--- config.mk ---
export PLATFORM = sky130hd
export DESIGN_NAME = ppuTop
export DESIGN_NICKNAME = d
export VERILOG_FILES = /design/src/ppuPkg.sv /design/src/ppuCpuPort.sv /design/src/ppuDotTimer.sv /design/src/ppuBgFetcher.sv /design/src/ppuLineOut.sv /design/src/ppuTop.sv
export SDC_FILE = /design/constraint.sdc
export NUM_CORES = 1
export LEC_CHECK = 0
export BUFFER_PORTS_ARGS = -buffer_cell sky130_fd_sc_hd__clkbuf_2
export CORE_MARGIN = 2
export CORE_UTILIZATION = 35
export DETAILED_ROUTE_END_ITERATION = 12
export HOLD_SLACK_MARGIN = 0.15
export PLACE_DENSITY = 0.5
export SLEW_MARGIN = 30
export SYNTH_ARGS = -nofsm -noshare
export SYNTH_HDL_FRONTEND = slang
export SYNTH_SLANG_ARGS = --single-unit
--- constraint.sdc ---
create_clock -name clock -period 10.14 [get_ports clock]
set_clock_uncertainty 0.2 [all_clocks]
set_input_delay 0 -clock clock [delete_from_list [all_inputs] [get_ports clock]]
set_output_delay 0 -clock clock [all_outputs]
set_load 0.02 [all_outputs]
--- src/ppuPkg.sv ---
package ppuPkg;

   // CPU register addresses.
   localparam logic [15:0] AddrLcdc = 16'hFF40;
   localparam logic [15:0] AddrStat = 16'hFF41;
   localparam logic [15:0] AddrLy   = 16'hFF44;
   localparam logic [15:0] AddrLyc  = 16'hFF45;
   localparam logic [15:0] AddrBgp  = 16'hFF47;

   // CPU window onto video RAM.
   localparam logic [15:0] VramBase = 16'h8000;
   localparam logic [15:0] VramTop  = 16'h9FFF;

   // Dot and line timing.
   localparam logic [8:0] DotsPerLine   = 9'd456;
   localparam logic [8:0] LinesPerFrame = 9'd154;
   localparam logic [8:0] VisibleLines  = 9'd144;
   localparam logic [8:0] OamEnd        = 9'd80;
   localparam logic [8:0] DrawEnd       = 9'd252;

   localparam logic [7:0] LineWidth    = 8'd160;
   localparam logic [7:0] TilesPerLine = 8'd20;

   localparam int unsigned VramAddrBits = 13;
   localparam logic [7:0]  VramOffFill  = 8'hFF;
   localparam logic [4:0]  StatUnusedBits = 5'b11111;

   // Both tile maps live above offset 1800.
   localparam logic [1:0] MapPrefix = 2'b11;

   typedef enum logic [1:0] {
      HBlank  = 2'd0,
      VBlank  = 2'd1,
      OamScan = 2'd2,
      Drawing = 2'd3
   } ppuMode;

   // One VRAM offset, seen either as a map entry or as a tile row byte.
   typedef union packed {
      struct packed {
         logic [1:0] prefix;
         logic       mapSel;
         logic [4:0] row;
         logic [4:0] col;
      } map;
      struct packed {
         logic       block;
         logic [7:0] tileNum;
         logic [2:0] line;
         logic       plane;
      } tile;
   } ppuVramAddr;

endpackage

--- src/ppuCpuPort.sv ---
`timescale 1ns/1ps

module ppuCpuPort (
   input  logic                             clock,
   input  logic                             reset,
   input  logic [15:0]                      cpuAddr,
   input  logic [7:0]                       cpuWriteData,
   input  logic                             cpuSelect,
   input  logic                             cpuWrite,
   input  logic                             cpuRead,
   output logic [7:0]                       cpuReadData,
   input  logic [7:0]                       ly,
   input  ppuPkg::ppuMode                   mode,
   input  logic                             drawing,
   input  ppuPkg::ppuVramAddr               fetchAddr,
   input  logic                             fetchRead,
   input  logic [7:0]                       vramReadData,
   output logic [ppuPkg::VramAddrBits-1:0]  vramAddr,
   output logic [7:0]                       vramWriteData,
   output logic                             vramWrite,
   output logic                             vramRead,
   output logic [7:0]                       lcdc,
   output logic [7:0]                       lyc,
   output logic [7:0]                       bgp
);

   logic       vramHit;
   logic       regWrite;
   logic       anyRead;
   logic [7:0] regData;
   logic [7:0] readData;
   logic       readFromVram;

   assign vramHit  = (cpuAddr >= ppuPkg::VramBase) && (cpuAddr <= ppuPkg::VramTop);
   assign regWrite = cpuSelect && cpuWrite;
   assign anyRead  = cpuSelect && cpuRead;

   always_ff @(posedge clock) begin
      if (reset) begin
         lcdc <= '0;
         lyc  <= '0;
         bgp  <= '0;
      end else if (regWrite) begin
         case (cpuAddr)
            ppuPkg::AddrLcdc: lcdc <= cpuWriteData;
            ppuPkg::AddrLyc:  lyc  <= cpuWriteData;
            ppuPkg::AddrBgp:  bgp  <= cpuWriteData;
            default: ;
         endcase
      end
   end

   // Unmapped registers and blocked video RAM reads return all ones.
   always_comb begin
      regData = ppuPkg::VramOffFill;
      case (cpuAddr)
         ppuPkg::AddrLcdc: regData = lcdc;
         ppuPkg::AddrStat: regData = {ppuPkg::StatUnusedBits, (ly == lyc), mode};
         ppuPkg::AddrLy:   regData = ly;
         ppuPkg::AddrLyc:  regData = lyc;
         ppuPkg::AddrBgp:  regData = bgp;
         default: ;
      endcase
   end

   // Remember where the pending read is answered from.
   always_ff @(posedge clock) begin
      if (reset) begin
         readFromVram <= 1'b0;
         readData     <= '0;
      end else if (anyRead) begin
         readFromVram <= vramHit && !drawing;
         readData     <= regData;
      end
   end

   assign cpuReadData = readFromVram ? vramReadData : readData;

   // The fetcher owns the memory for the whole drawing period.
   assign vramAddr      = drawing ? fetchAddr : cpuAddr[ppuPkg::VramAddrBits-1:0];
   assign vramWriteData = cpuWriteData;
   assign vramWrite     = !drawing && regWrite && vramHit;
   assign vramRead      = drawing ? fetchRead : (anyRead && vramHit);

endmodule

--- src/ppuDotTimer.sv ---
`timescale 1ns/1ps

module ppuDotTimer (
   input  logic           clock,
   input  logic           reset,
   input  logic           lcdEnable,
   output ppuPkg::ppuMode mode,
   output logic [7:0]     ly,
   output logic           drawing,
   output logic           drawStart,
   output logic           vblankIrq
);

   logic [8:0] dot;
   logic       lineEnd;
   logic       frameEnd;
   logic       visible;

   assign lineEnd  = (dot == ppuPkg::DotsPerLine - 9'd1);
   assign frameEnd = ({1'b0, ly} == ppuPkg::LinesPerFrame - 9'd1);
   assign visible  = ({1'b0, ly} < ppuPkg::VisibleLines);

   // Counters hold at zero while the LCD is off.
   always_ff @(posedge clock) begin
      if (reset || !lcdEnable) begin
         dot <= '0;
         ly  <= '0;
      end else if (lineEnd) begin
         dot <= '0;
         ly  <= frameEnd ? 8'd0 : ly + 8'd1;
      end else begin
         dot <= dot + 9'd1;
      end
   end

   always_comb begin
      if (!visible) begin
         mode = ppuPkg::VBlank;
      end else if (dot < ppuPkg::OamEnd) begin
         mode = ppuPkg::OamScan;
      end else if (dot < ppuPkg::DrawEnd) begin
         mode = ppuPkg::Drawing;
      end else begin
         mode = ppuPkg::HBlank;
      end
   end

   assign drawing   = (mode == ppuPkg::Drawing);
   assign vblankIrq = (mode == ppuPkg::VBlank);

   // First dot of mode 3 on a visible line.
   assign drawStart = lcdEnable && visible && (dot == ppuPkg::OamEnd);

endmodule

--- src/ppuBgFetcher.sv ---
`timescale 1ns/1ps

module ppuBgFetcher (
   input  logic                clock,
   input  logic                reset,
   input  logic                drawStart,
   input  logic [7:0]          ly,
   input  logic                mapSelect,
   input  logic                tileDataUnsigned,
   input  logic [7:0]          vramReadData,
   output ppuPkg::ppuVramAddr  fetchAddr,
   output logic                fetchRead,
   output logic [7:0]          pixelIndex,
   output logic [7:0][1:0]     pixelColor,
   output logic                pixelWrite,
   output logic                lineDone
);

   // Step 0 map read, 2 low plane read, 4 high plane read.
   // Odd steps are the wait cycles where the data comes back.
   logic               busy;
   logic [2:0]         step;
   logic [4:0]         col;
   logic [7:0]         tileNum;
   logic [7:0]         lowPlane;
   logic               lastCol;
   logic               lastTile;
   ppuPkg::ppuVramAddr mapAddr;
   ppuPkg::ppuVramAddr tileAddr;

   assign lastCol  = ({3'b000, col} == ppuPkg::TilesPerLine - 8'd1);
   assign lastTile = pixelWrite && lastCol;

   always_ff @(posedge clock) begin
      if (reset) begin
         busy     <= 1'b0;
         step     <= '0;
         col      <= '0;
         lineDone <= 1'b0;
      end else begin
         lineDone <= lastTile;
         if (drawStart) begin
            // The map read for column 0 is issued on this same cycle.
            busy <= 1'b1;
            step <= 3'd1;
            col  <= '0;
         end else if (busy) begin
            if (step == 3'd5) begin
               step <= '0;
               if (lastCol) begin
                  busy <= 1'b0;
                  col  <= '0;
               end else begin
                  col <= col + 5'd1;
               end
            end else begin
               step <= step + 3'd1;
            end
         end
      end
   end

   always_ff @(posedge clock) begin
      if (busy && step == 3'd1) begin
         tileNum <= vramReadData;
      end
      if (busy && step == 3'd3) begin
         lowPlane <= vramReadData;
      end
   end

   always_comb begin
      mapAddr.map.prefix  = ppuPkg::MapPrefix;
      mapAddr.map.mapSel  = mapSelect;
      mapAddr.map.row     = ly[7:3];
      mapAddr.map.col     = col;
      // Signed numbering puts tiles 0 to 127 in the upper block.
      tileAddr.tile.block   = tileDataUnsigned ? 1'b0 : ~tileNum[7];
      tileAddr.tile.tileNum = tileNum;
      tileAddr.tile.line    = ly[2:0];
      tileAddr.tile.plane   = (step == 3'd4);
   end

   // Step is 0 while idle, so column 0 is already addressed at drawStart.
   assign fetchAddr = (step == 3'd0) ? mapAddr : tileAddr;
   assign fetchRead = drawStart || (busy && (step == 3'd0 || step == 3'd2 || step == 3'd4));

   assign pixelWrite = busy && (step == 3'd5);
   assign pixelIndex = {col, 3'b000};

   // Leftmost pixel comes from bit 7 of each plane.
   always_comb begin
      for (int i = 0; i < 8; i++) begin
         pixelColor[i] = {vramReadData[7 - i], lowPlane[7 - i]};
      end
   end

endmodule

--- src/ppuLineOut.sv ---
`timescale 1ns/1ps

module ppuLineOut (
   input  logic            clock,
   input  logic            reset,
   input  logic [7:0]      pixelIndex,
   input  logic [7:0][1:0] pixelColor,
   input  logic            pixelWrite,
   input  logic            lineDone,
   input  logic [7:0]      ly,
   input  logic [7:0]      bgp,
   input  logic            pixelReady,
   output logic            pixelValid,
   output logic [1:0]      pixelShade,
   output logic            pixelLast,
   output logic [7:0]      pixelLine
);

   logic [1:0] buildBuf [0:ppuPkg::LineWidth-1];
   logic [1:0] showBuf  [0:ppuPkg::LineWidth-1];
   logic [7:0] palette;
   logic [7:0] pixelCount;
   logic [1:0] color;
   logic       atEnd;

   // One tile of eight pixels per write.
   always_ff @(posedge clock) begin
      if (pixelWrite) begin
         for (int i = 0; i < 8; i++) begin
            buildBuf[pixelIndex + i] <= pixelColor[i];
         end
      end
   end

   // Swap in the finished line along with its palette and number.
   always_ff @(posedge clock) begin
      if (lineDone) begin
         showBuf   <= buildBuf;
         palette   <= bgp;
         pixelLine <= ly;
      end
   end

   assign atEnd = (pixelCount == ppuPkg::LineWidth - 8'd1);

   always_ff @(posedge clock) begin
      if (reset) begin
         pixelValid <= 1'b0;
         pixelCount <= '0;
      end else if (lineDone) begin
         // A new line drops whatever is left of the old one.
         pixelValid <= 1'b1;
         pixelCount <= '0;
      end else if (pixelValid && pixelReady) begin
         if (atEnd) begin
            pixelValid <= 1'b0;
            pixelCount <= '0;
         end else begin
            pixelCount <= pixelCount + 8'd1;
         end
      end
   end

   assign color      = showBuf[pixelCount];
   assign pixelShade = palette[{color, 1'b0} +: 2];
   assign pixelLast  = pixelValid && atEnd;

endmodule

--- src/ppuTop.sv ---
`timescale 1ns/1ps

module ppuTop (
   input  logic                             clock,
   input  logic                             reset,
   input  logic [15:0]                      cpuAddr,
   input  logic [7:0]                       cpuWriteData,
   input  logic                             cpuSelect,
   input  logic                             cpuWrite,
   input  logic                             cpuRead,
   output logic [7:0]                       cpuReadData,
   output logic [ppuPkg::VramAddrBits-1:0]  vramAddr,
   output logic [7:0]                       vramWriteData,
   output logic                             vramWrite,
   output logic                             vramRead,
   input  logic [7:0]                       vramReadData,
   output logic                             vblankIrq,
   output logic                             pixelValid,
   output logic [1:0]                       pixelShade,
   output logic                             pixelLast,
   output logic [7:0]                       pixelLine,
   input  logic                             pixelReady
);

   logic [7:0]         lcdc;
   logic [7:0]         bgp;
   logic [7:0]         ly;
   ppuPkg::ppuMode     mode;
   logic               drawing;
   logic               drawStart;
   ppuPkg::ppuVramAddr fetchAddr;
   logic               fetchRead;
   logic [7:0]         pixelIndex;
   logic [7:0][1:0]    pixelColor;
   logic               pixelWrite;
   logic               lineDone;

   ppuCpuPort i_cpuPort (
      .clock(clock), .reset(reset),
      .cpuAddr(cpuAddr), .cpuWriteData(cpuWriteData), .cpuSelect(cpuSelect),
      .cpuWrite(cpuWrite), .cpuRead(cpuRead), .cpuReadData(cpuReadData),
      .ly(ly), .mode(mode), .drawing(drawing),
      .fetchAddr(fetchAddr), .fetchRead(fetchRead), .vramReadData(vramReadData),
      .vramAddr(vramAddr), .vramWriteData(vramWriteData),
      .vramWrite(vramWrite), .vramRead(vramRead),
      .lcdc(lcdc), .lyc(), .bgp(bgp)
   );

   ppuDotTimer i_dotTimer (
      .clock(clock), .reset(reset), .lcdEnable(lcdc[7]),
      .mode(mode), .ly(ly), .drawing(drawing),
      .drawStart(drawStart), .vblankIrq(vblankIrq)
   );

   ppuBgFetcher i_bgFetcher (
      .clock(clock), .reset(reset), .drawStart(drawStart), .ly(ly),
      .mapSelect(lcdc[3]), .tileDataUnsigned(lcdc[4]), .vramReadData(vramReadData),
      .fetchAddr(fetchAddr), .fetchRead(fetchRead),
      .pixelIndex(pixelIndex), .pixelColor(pixelColor),
      .pixelWrite(pixelWrite), .lineDone(lineDone)
   );

   ppuLineOut i_lineOut (
      .clock(clock), .reset(reset),
      .pixelIndex(pixelIndex), .pixelColor(pixelColor), .pixelWrite(pixelWrite),
      .lineDone(lineDone), .ly(ly), .bgp(bgp), .pixelReady(pixelReady),
      .pixelValid(pixelValid), .pixelShade(pixelShade),
      .pixelLast(pixelLast), .pixelLine(pixelLine)
   );

endmodule

==> results.yml, run 1 <==
run_status:
  run_status: "finished, final reports clean"
yosys:
  syn_inst_count: 1450
  postSynth.asyncResetShare_pct: 0
  yosys_register_bits: 741
  synth.yosys.seq_area_share_pct: 79.53
  synthesis.yosys.warnings: 0
  yosysUniqueCellTypes: 72
  syn_avg_cell_area_um2: 18.70
  syn-num-nets: 1497
  synth_area_um2: 27110
  edff_count_synth: 672
  yosys_most_used_dff: "sky130_fd_sc_hd__edfxtp_1"
worst_setup_path:
  critPathKind: "register to primary output"
  crit_arrival_ps: 4650
  critical_path.startpoint_type: "register"
  path_delay_family: "compound AO/OA/AOI/OAI gates"
  critical_path.reg2reg.endpoint: "i_cpuPort.readFromVram"
  r2r.worst_path.cells: 11
  path_max_fanout: 51
  r2r_start: "i_dotTimer.dot[3]"
  critical-path-max-stage-delay_ps: 840
  slowest_library_cell_on_the_worst_path: "sky130_fd_sc_hd__dfxtp_4"
  worstPathCellList: "buf_4 -> mux4_1 -> a22o_1 -> a211oi_1 -> a2111oi_0 -> a311oi_1 -> o22a_1 -> mux4_2 -> clkbuf_2"
  reg2reg_setup_slack_ps: 5960
  kind_of_capture_point_of_the_worst_setup_path: "primary output"
  timing.critical_path.buf_inv: 2
  critical_path_required_ps: 9940
clocking:
  clock_tree.buffer_depth: 3
  ctsHtreeMaxLevel: 3
  tritoncts.num_buffers: 77
  ctsRootBufferMaster: "sky130_fd_sc_hd__clkbuf_16"
  cts_tree: "yes"
  post_cts_setup_bufs: 0
  tritoncts_num_sinks: 741
  cts.clk_slew.worst_paths_ps: 60
  worst_skew_pair_latency_ps: 600
final_layout:
  flow.area_growth_from_synthesis_pct: 18.08
  filler_cell_count: 6873
  drive_above_1_share_pct: 17.59
  finish.instance_area_um2: 32010
  layout.nets: 1699
  layout.cells.non_filler: 2751
  final_common_cell: "sky130_fd_sc_hd__edfxtp_1"
  postLayoutCoreUtil_pct: 41.53
  mostFrequentLayoutCells: "672 x sky130_fd_sc_hd__edfxtp_1, 136 x sky130_fd_sc_hd__nor2_1, 94 x sky130_fd_sc_hd__mux2i_1"
  antenna_cells_inserted: 0
run:
  cap_violations: 0
grt:
  grt_usage_pct: 15.53
  wire_length_of_the_first_global_routing_pass_um: 90160
  first_global_vias: 13810
  globalRouteOverflowTotal: 0
  maximum_number_of_pins_on_one_net_before_global_route_repair: 81
  number_of_antenna_violations_at_the_first_check_in_global_routing: 0
sta:
  fmax_mhz: 206.1
  final_period_demand_of_the_worst_path_ps: 4852
  min_period_over_period_pct: 47.85
  grt_setup_unrepaired: "no"
  count_of_final_max_slew_check_failures: 0
  setup_viol_count_final: 0
  setup-tns-final_ps: 0
  finalWorstSetupSlack_ps: 5288
  worst_margin_slew_ps: 972.3
  worst_slew_slack_as_a_fraction_of_its_limit_pct: 35.11
  finalHoldViolations: 0
floorplanning:
  die_h_um: 282.3
  die_w_um: 282.3
  placementRows: 102
  floorplan.core_area_um2: 77080
  initial_cell_density_of_the_core_pct: 35.17
  io_pins: 82
  dieArea_um2: 79700
placement:
  port-buffer-count: 81
  dpl.hpwl_um: 36960
  gp_congestion: 0.8197
  placedCellCount: 2547
  placement.cell_area_um2: 28870
  dp_slack_ps: 5632
drt:
  avgViaCountPerCell: 4.881
  drt_first_iter_violations: 1059
  drt.antenna.violating_nets: 0
  first_pass_iteration_count_of_the_detailed_router: 5
  routed_wirelength_um: 60920
  detail_route.drc_violations: 0
  wl_per_cell_um: 22.14
  num_vias: 13430
min_path:
  worstHoldPathType: "primary input to primary output"
  holdPathEnd: "vramAddr[10]"
  min_path_cells: 4
  critical_hold_path_startpoint: "cpuAddr[10]"
pwr:
  power_density_nw_per_um2: 191.2
  power.ir.vdd_worst_mv: 0.09902
  p_leak_uw: 0.01030
stage by stage:
step / hold slack (ps) / total power, uW
detailed placement: 85.21 / 3423
floorplan: -101.1 / 3383
global route: 210.9 / 6323
finish: 177.0 / 6119
CTS: 172.3 / 6201
global placement: 84.09 / 3422
synthesized netlist by cell type (3+ instances only):
cell	number	area share, %
sky130_fd_sc_hd__buf_4	15	0.42
sky130_fd_sc_hd__nand3_1	13	0.24
sky130_fd_sc_hd__o21bai_1	7	0.19
sky130_fd_sc_hd__mux4_2	32	2.7
sky130_fd_sc_hd__xor2_1	23	0.74
sky130_fd_sc_hd__a221oi_1	17	0.55
sky130_fd_sc_hd__nor3b_1	4	0.11
sky130_fd_sc_hd__or2_2	4	0.092
sky130_fd_sc_hd__buf_2	10	0.18
sky130_fd_sc_hd__o21ai_1	3	0.055
sky130_fd_sc_hd__a21oi_1	46	0.85
sky130_fd_sc_hd__mux2i_1	94	3.5
sky130_fd_sc_hd__and3_1	7	0.16
sky130_fd_sc_hd__o21ai_0	9	0.17
sky130_fd_sc_hd__mux4_1	23	2.2
sky130_fd_sc_hd__nand2_1	62	0.86
sky130_fd_sc_hd__nor2_1	137	1.9
sky130_fd_sc_hd__a22oi_1	10	0.28
sky130_fd_sc_hd__buf_12	4	0.30
sky130_fd_sc_hd__nor3_1	12	0.22
sky130_fd_sc_hd__nand2b_1	11	0.25
sky130_fd_sc_hd__nor2b_1	5	0.12
sky130_fd_sc_hd__inv_1	7	0.097
sky130_fd_sc_hd__edfxtp_1	672	74
sky130_fd_sc_hd__o221ai_1	8	0.26
sky130_fd_sc_hd__xnor2_1	7	0.23
sky130_fd_sc_hd__mux2_2	10	0.42
sky130_fd_sc_hd__a221o_1	3	0.11
sky130_fd_sc_hd__a211oi_1	10	0.28
sky130_fd_sc_hd__nand4_1	7	0.16
sky130_fd_sc_hd__dfxtp_1	69	5.1
sky130_fd_sc_hd__ha_1	9	0.42
sky130_fd_sc_hd__nor4_1	4	0.092
sky130_fd_sc_hd__o22ai_1	6	0.14
sky130_fd_sc_hd__and4_1	3	0.097
sky130_fd_sc_hd__and2_1	8	0.18
sky130_fd_sc_hd__clkbuf_1	35	0.48
sequential cells by signal, summed over array words and instances (netlist names):
name	flops
i_bgFetcher.col	5
i_cpuPort.lcdc	8
i_lineOut.pixelCount	8
i_dotTimer.dot	9
i_bgFetcher.step	3
i_cpuPort.lyc	8
i_bgFetcher.lineDone	1
i_bgFetcher.lowPlane	8
i_lineOut.pixelValid	1
i_bgFetcher.tileNum	8
i_cpuPort.readData	8
i_lineOut.pixelLine	8
i_bgFetcher.busy	1
i_lineOut.showBuf	320
i_cpuPort.bgp	8
i_lineOut.buildBuf	320
i_dotTimer.ly	8
i_cpuPort.readFromVram	1
i_lineOut.palette	8
power breakdown:
part | leakage [uW] | internal (uW) | switching, uW
registers | 0.00661 | 3290 | 1.47
clock network | 0.00120 | 1630 | 1120
logic | 0.00249 | 26.7 | 50.0
total | 0.0103 | 4950 | 1170
cell type report:
class                      count  area (um2)  share of cell area (%)
multi-input combinational    631        5120                   15.99
tap                         1040        1301                   4.065
clock buffer                  98        2078                   6.492
timing repair buffer         193        1528                   4.773
inverter                       8       30.03                 0.09381
sequential                   741       21570                   67.39
clock inverter                40       381.6                   1.192
logic make-up after synthesis:
logic type      after synthesis  share of synthesized area [%]
flops                       741                          79.53
simple gates                291                          4.948
mux                         159                          8.774
compound gates              142                          3.683
buf+inv                      78                          1.675
xor+xnor                     30                         0.9693
fa+ha+maj                     9                         0.4154
how the worst max path moves through the flow:
stage                                 start                    to  cells after the start
finish              i_lineOut.pixelCount[1]         pixelShade[0]                      9
global route        i_lineOut.pixelCount[1]         pixelShade[0]                      9
CTS                 i_lineOut.pixelCount[0]         pixelShade[0]                      9
detailed placement  i_lineOut.pixelCount[0]         pixelShade[0]                      9
global placement    i_lineOut.pixelCount[0]         pixelShade[0]                      9
floorplan              i_bgFetcher.lineDone  i_lineOut.palette[0]                      0
what timing repair did:
action                                 4_1_cts  5_1_grt
endpoints found under the hold margin      236        0
hold buffers                                65        0
gates resized for setup                      0        0
routing by layer:
layer / up-vias / global-route usage [%] / routed length [um]
met4: 0 / 5.386 / 1527
li1: 6119 / - / -
met3: 91 / 2.527 / 3135
met1: 6844 / 20.21 / 25800
met5: - / 0 / 0
met2: 375 / 26.40 / 30460
worst min-delay path, delay by kind of cell:
| kind | cells | cell delay [ps] |
|---|---|---|
| AO/OA/AOI/OAI | 1 | 40 |
| buffers and inverters | 2 | 240 |
| AND/OR/NAND/NOR | 1 | 90 |
(Power assumes the default switching activity.)
==> inputs of run 2 (changes only) <==
--- a/config.mk
+++ b/config.mk
@@ -5,12 +5,13 @@
 export SDC_FILE = /design/constraint.sdc
 export NUM_CORES = 1
 export LEC_CHECK = 0
+export ABC_AREA = 1
 export BUFFER_PORTS_ARGS = -buffer_cell sky130_fd_sc_hd__clkbuf_2
 export CORE_MARGIN = 2
 export CORE_UTILIZATION = 35
 export DETAILED_ROUTE_END_ITERATION = 12
 export HOLD_SLACK_MARGIN = 0.15
-export PLACE_DENSITY = 0.5
+export PLACE_DENSITY = 0.52
 export SLEW_MARGIN = 30
 export SYNTH_ARGS = -nofsm -noshare
 export SYNTH_HDL_FRONTEND = slang
==> constraint.sdc (replaced) <==
create_clock -name clock -period 3.9 [get_ports clock]
set_clock_uncertainty 0.2 [all_clocks]
set_input_delay 0 -clock clock [delete_from_list [all_inputs] [get_ports clock]]
set_output_delay 0 -clock clock [all_outputs]
set_load 0.02 [all_outputs]
==> results.yml, run 2 <==
run_status:
  run_status: "finished, final reports clean"
pwr:
  power.ir.vdd_worst_mv: 0.2799
  seq_power_share_pct: 54.1
  power.switching_uw: 3089
  power_density_nw_per_um2: 486.8
  netSwitchingFraction_pct: 19.51
  power.clock.fraction_pct: 44.6
  combinationalPowerShare_pct: 1.3
  power_report.internal_total_uw: 12740
  p_leak_uw: 0.01141
sta:
  count_of_final_max_slew_check_failures: 0
  grt_setup_unrepaired: "no"
  hold_ws_ps: 160.9
  worst_margin_slew_ps: 984.5
  min_period_over_period_pct: 94.87
  worst_slew_slack_as_a_fraction_of_its_limit_pct: 34.36
  fmax_mhz: 270.3
  final_period_demand_of_the_worst_path_ps: 3700
  setup_viol_count_final: 0
  finalHoldViolations: 0
  setup-tns-final_ps: 0
min_path:
  worstHoldPathType: "primary input to primary output"
worst_setup_path:
  worst_path_most_repeated_cell: "sky130_fd_sc_hd__nand2_1"
  critical-path-max-stage-delay_ps: 720
  path_delay_family: "simple AND/OR/NAND/NOR gates"
  crit_arrival_ps: 3500
  critPathKind: "register to primary output"
  r2r.worst_path.cells: 7
  critical_path_required_ps: 3700
  cp_num_cells: 13
  reg2reg_setup_slack_ps: 690
  r2r_start: "i_dotTimer.ly[5]"
  setup.worst_path.start: "i_lineOut.pixelCount[2]"
  critical_path.startpoint_type: "register"
  critical_path.reg2reg.endpoint: "i_cpuPort.readFromVram"
  slowest_library_cell_on_the_worst_path: "sky130_fd_sc_hd__inv_1"
  path_max_fanout: 12
  worstPathCellList: "inv_1 -> nand2_1 -> inv_1 -> a21oi_1 -> nand2_1 -> nand3_1 -> nand3_1 -> nand3_1 -> nand2_1 -> nand2_1 -> nand3_1 -> nand2_1 -> clkbuf_2"
  kind_of_capture_point_of_the_worst_setup_path: "primary output"
  critPathCapture: "pixelShade[1]"
  timing.critical_path.buf_inv: 3
floorplanning:
  floorplan.core_area_um2: 78610
  dieArea_um2: 81190
  placementRows: 103
  die_h_um: 284.9
  io_pins: 82
  die_w_um: 284.9
  initial_cell_density_of_the_core_pct: 35.14
yosys:
  synth.largest_area_cell: "sky130_fd_sc_hd__edfxtp_1"
  synth.most_common_cell: "sky130_fd_sc_hd__edfxtp_1"
  synth.top_cells.by_area: "sky130_fd_sc_hd__edfxtp_1 73%, sky130_fd_sc_hd__nand2_1 5.7%, sky130_fd_sc_hd__dfxtp_1 5.0%, sky130_fd_sc_hd__nand3_1 3.6%, sky130_fd_sc_hd__nor2_1 2.7%"
  edff_count_synth: 672
  yosysUniqueCellTypes: 37
  syn_inst_count: 2066
  synth_area_um2: 27620
  postSynth.asyncResetShare_pct: 0
  yosys_most_used_dff: "sky130_fd_sc_hd__edfxtp_1"
  yosys_register_bits: 741
  yosys.area.top_type_share_pct: 73.05
  synth.yosys.seq_area_share_pct: 78.05
  syn_avg_cell_area_um2: 13.37
  synthesis.yosys.warnings: 0
  syn-num-nets: 2113
  synth.cells.most_frequent: "672 x sky130_fd_sc_hd__edfxtp_1, 416 x sky130_fd_sc_hd__nand2_1, 199 x sky130_fd_sc_hd__nor2_1, 198 x sky130_fd_sc_hd__nand3_1, 115 x sky130_fd_sc_hd__inv_1"
clocking:
  clock_tree.buffer_depth: 3
  tritoncts.num_buffers: 76
  worst_skew_pair_latency_ps: 610
  ctsHtreeMaxLevel: 3
  cts_tree: "yes"
  ctsRootBufferMaster: "sky130_fd_sc_hd__clkbuf_16"
  cts.clk_slew.worst_paths_ps: 60
  tritoncts_num_sinks: 741
placement:
  gp_congestion: 0.8521
  placement.cell_area_um2: 29500
  dpl.hpwl_um: 41050
  port-buffer-count: 81
run:
  cap_violations: 0
final_layout:
  final_common_cell: "sky130_fd_sc_hd__edfxtp_1"
  flow.area_growth_from_synthesis_pct: 17.71
  layout.nets: 2306
  filler_cell_count: 7281
  mostFrequentLayoutCells: "672 x sky130_fd_sc_hd__edfxtp_1, 416 x sky130_fd_sc_hd__nand2_1, 198 x sky130_fd_sc_hd__nor2_1, 198 x sky130_fd_sc_hd__nand3_1, 115 x sky130_fd_sc_hd__inv_1"
  drive_above_1_share_pct: 11.87
  antenna_cells_inserted: 0
  finish.instance_area_um2: 32520
  largest_registers: "i_lineOut.buildBuf (320), i_lineOut.showBuf (320), i_dotTimer.dot (9)"
grt:
  wire_length_of_the_first_global_routing_pass_um: 103500
  first_global_vias: 16450
  maximum_number_of_pins_on_one_net_before_global_route_repair: 98
  grt_usage_pct: 16.90
  grt.met2_usage_pct: 27.75
  number_of_antenna_violations_at_the_first_check_in_global_routing: 1
  met3_usage_pct: 2.280
  groute.layer.met1.usage_pct: 23.27
  grt_busiest_layer: "met2"
  globalRouteOverflowTotal: 0
drt:
  routed_wirelength_um: 69020
  drt_first_iter_violations: 1431
  num_vias: 16590
  wl_per_cell_um: 20.50
  drt.antenna.violating_nets: 0
  detail_route.drc_violations: 0
  first_pass_iteration_count_of_the_detailed_router: 5
  avgViaCountPerCell: 4.926
## run 2: cell types whose count changed in the layout (fill, tap and decap cells not counted), sizes merged, moves of 10 or more
cell	change
nand2	+354
nand3	+185
inv	+113
o21ai	+95
mux2i	-94
nor2	+62
mux4	-55
a21oi	+26
buf	+18
a221oi	-13
o211ai	+12
nand2b	-11
xor2	-10
## run 2: worst min path at each step
stage                     from                 endpoint  slack, ps  cells after the start
3_5_place_dp   cpuWriteData[6]         vramWriteData[6]         60                      2
6_report           cpuAddr[10]             vramAddr[10]        160                      4
5_1_grt            cpuAddr[10]             vramAddr[10]        180                      4
2_1_floorplan  vramReadData[0]  i_bgFetcher.lowPlane[0]       -100                      0
4_1_cts            cpuAddr[10]             vramAddr[10]        170                      4
3_3_place_gp   cpuWriteData[6]         vramWriteData[6]         60                      2
## run 2: area by class of cell
cell class,instances,area (um2),share of cell area (%)
sequential,741,21570,66.34
multi-input combinational,1114,5147,15.83
clock buffer,97,2052,6.311
timing repair buffer,206,1632,5.018
tap,1050,1314,4.040
inverter,120,457.9,1.408
clock inverter,39,341.6,1.050
## run 2: kinds of logic (layout without fill, tap and decap cells)
logic type / count (synthesis) / after routing / share of synthesized area (%)
AO/OA/AOI/OAI: 227 / 227 / 4.516
AND/OR/NAND/NOR: 858 / 858 / 12.96
multiplexers: 7 / 7 / 0.2854
buffers and inverters: 211 / 462 / 3.365
XOR/XNOR: 13 / 13 / 0.4122
adder cells (fa/ha/maj): 9 / 9 / 0.4077
flip-flops: 741 / 741 / 78.05
## run 2: worst min-delay path: stages
cell	delay [ps]
sky130_fd_sc_hd__clkbuf_2	90
sky130_fd_sc_hd__nand2_1	40
sky130_fd_sc_hd__o21ai_0	60
sky130_fd_sc_hd__clkbuf_2	170
## run 2: metrics by stage
stage               utilization (%)  instances  worst slack, ps  power (uW)
finish                        41.36       3367            200.1       15830
global route                  41.36       3367            18.26       16310
CTS                           41.34       3366            81.69       15990
detailed placement            37.53       3170            654.8        8904
global placement              37.44       3165            661.0        8904
floorplan                         -       2066            334.4        8797
## run 2: what timing repair did
action	in CTS	in global routing
resized for setup	1	1
endpoints found under the setup margin	2	2
hold endpoints to repair	230	0
hold buffers	60	0
pin swaps	0	0
buffers inserted	0	1
## run 2: power groups by stage
stage	logic, uW	registers [uW]	clock network, uW
after floorplan	66.8	8730	0
after global routing	221	8560	7530
final	209	8560	7060
after CTS	209	8560	7220
after global placement	173	8730	0
after detailed placement	173	8730	0
## run 2: routing by layer
layer	vias up	part of all wire, %
met5	-	0.019
met4	2	2.4
met3	114	4.9
met2	473	48
met1	8268	45
li1	7728	-
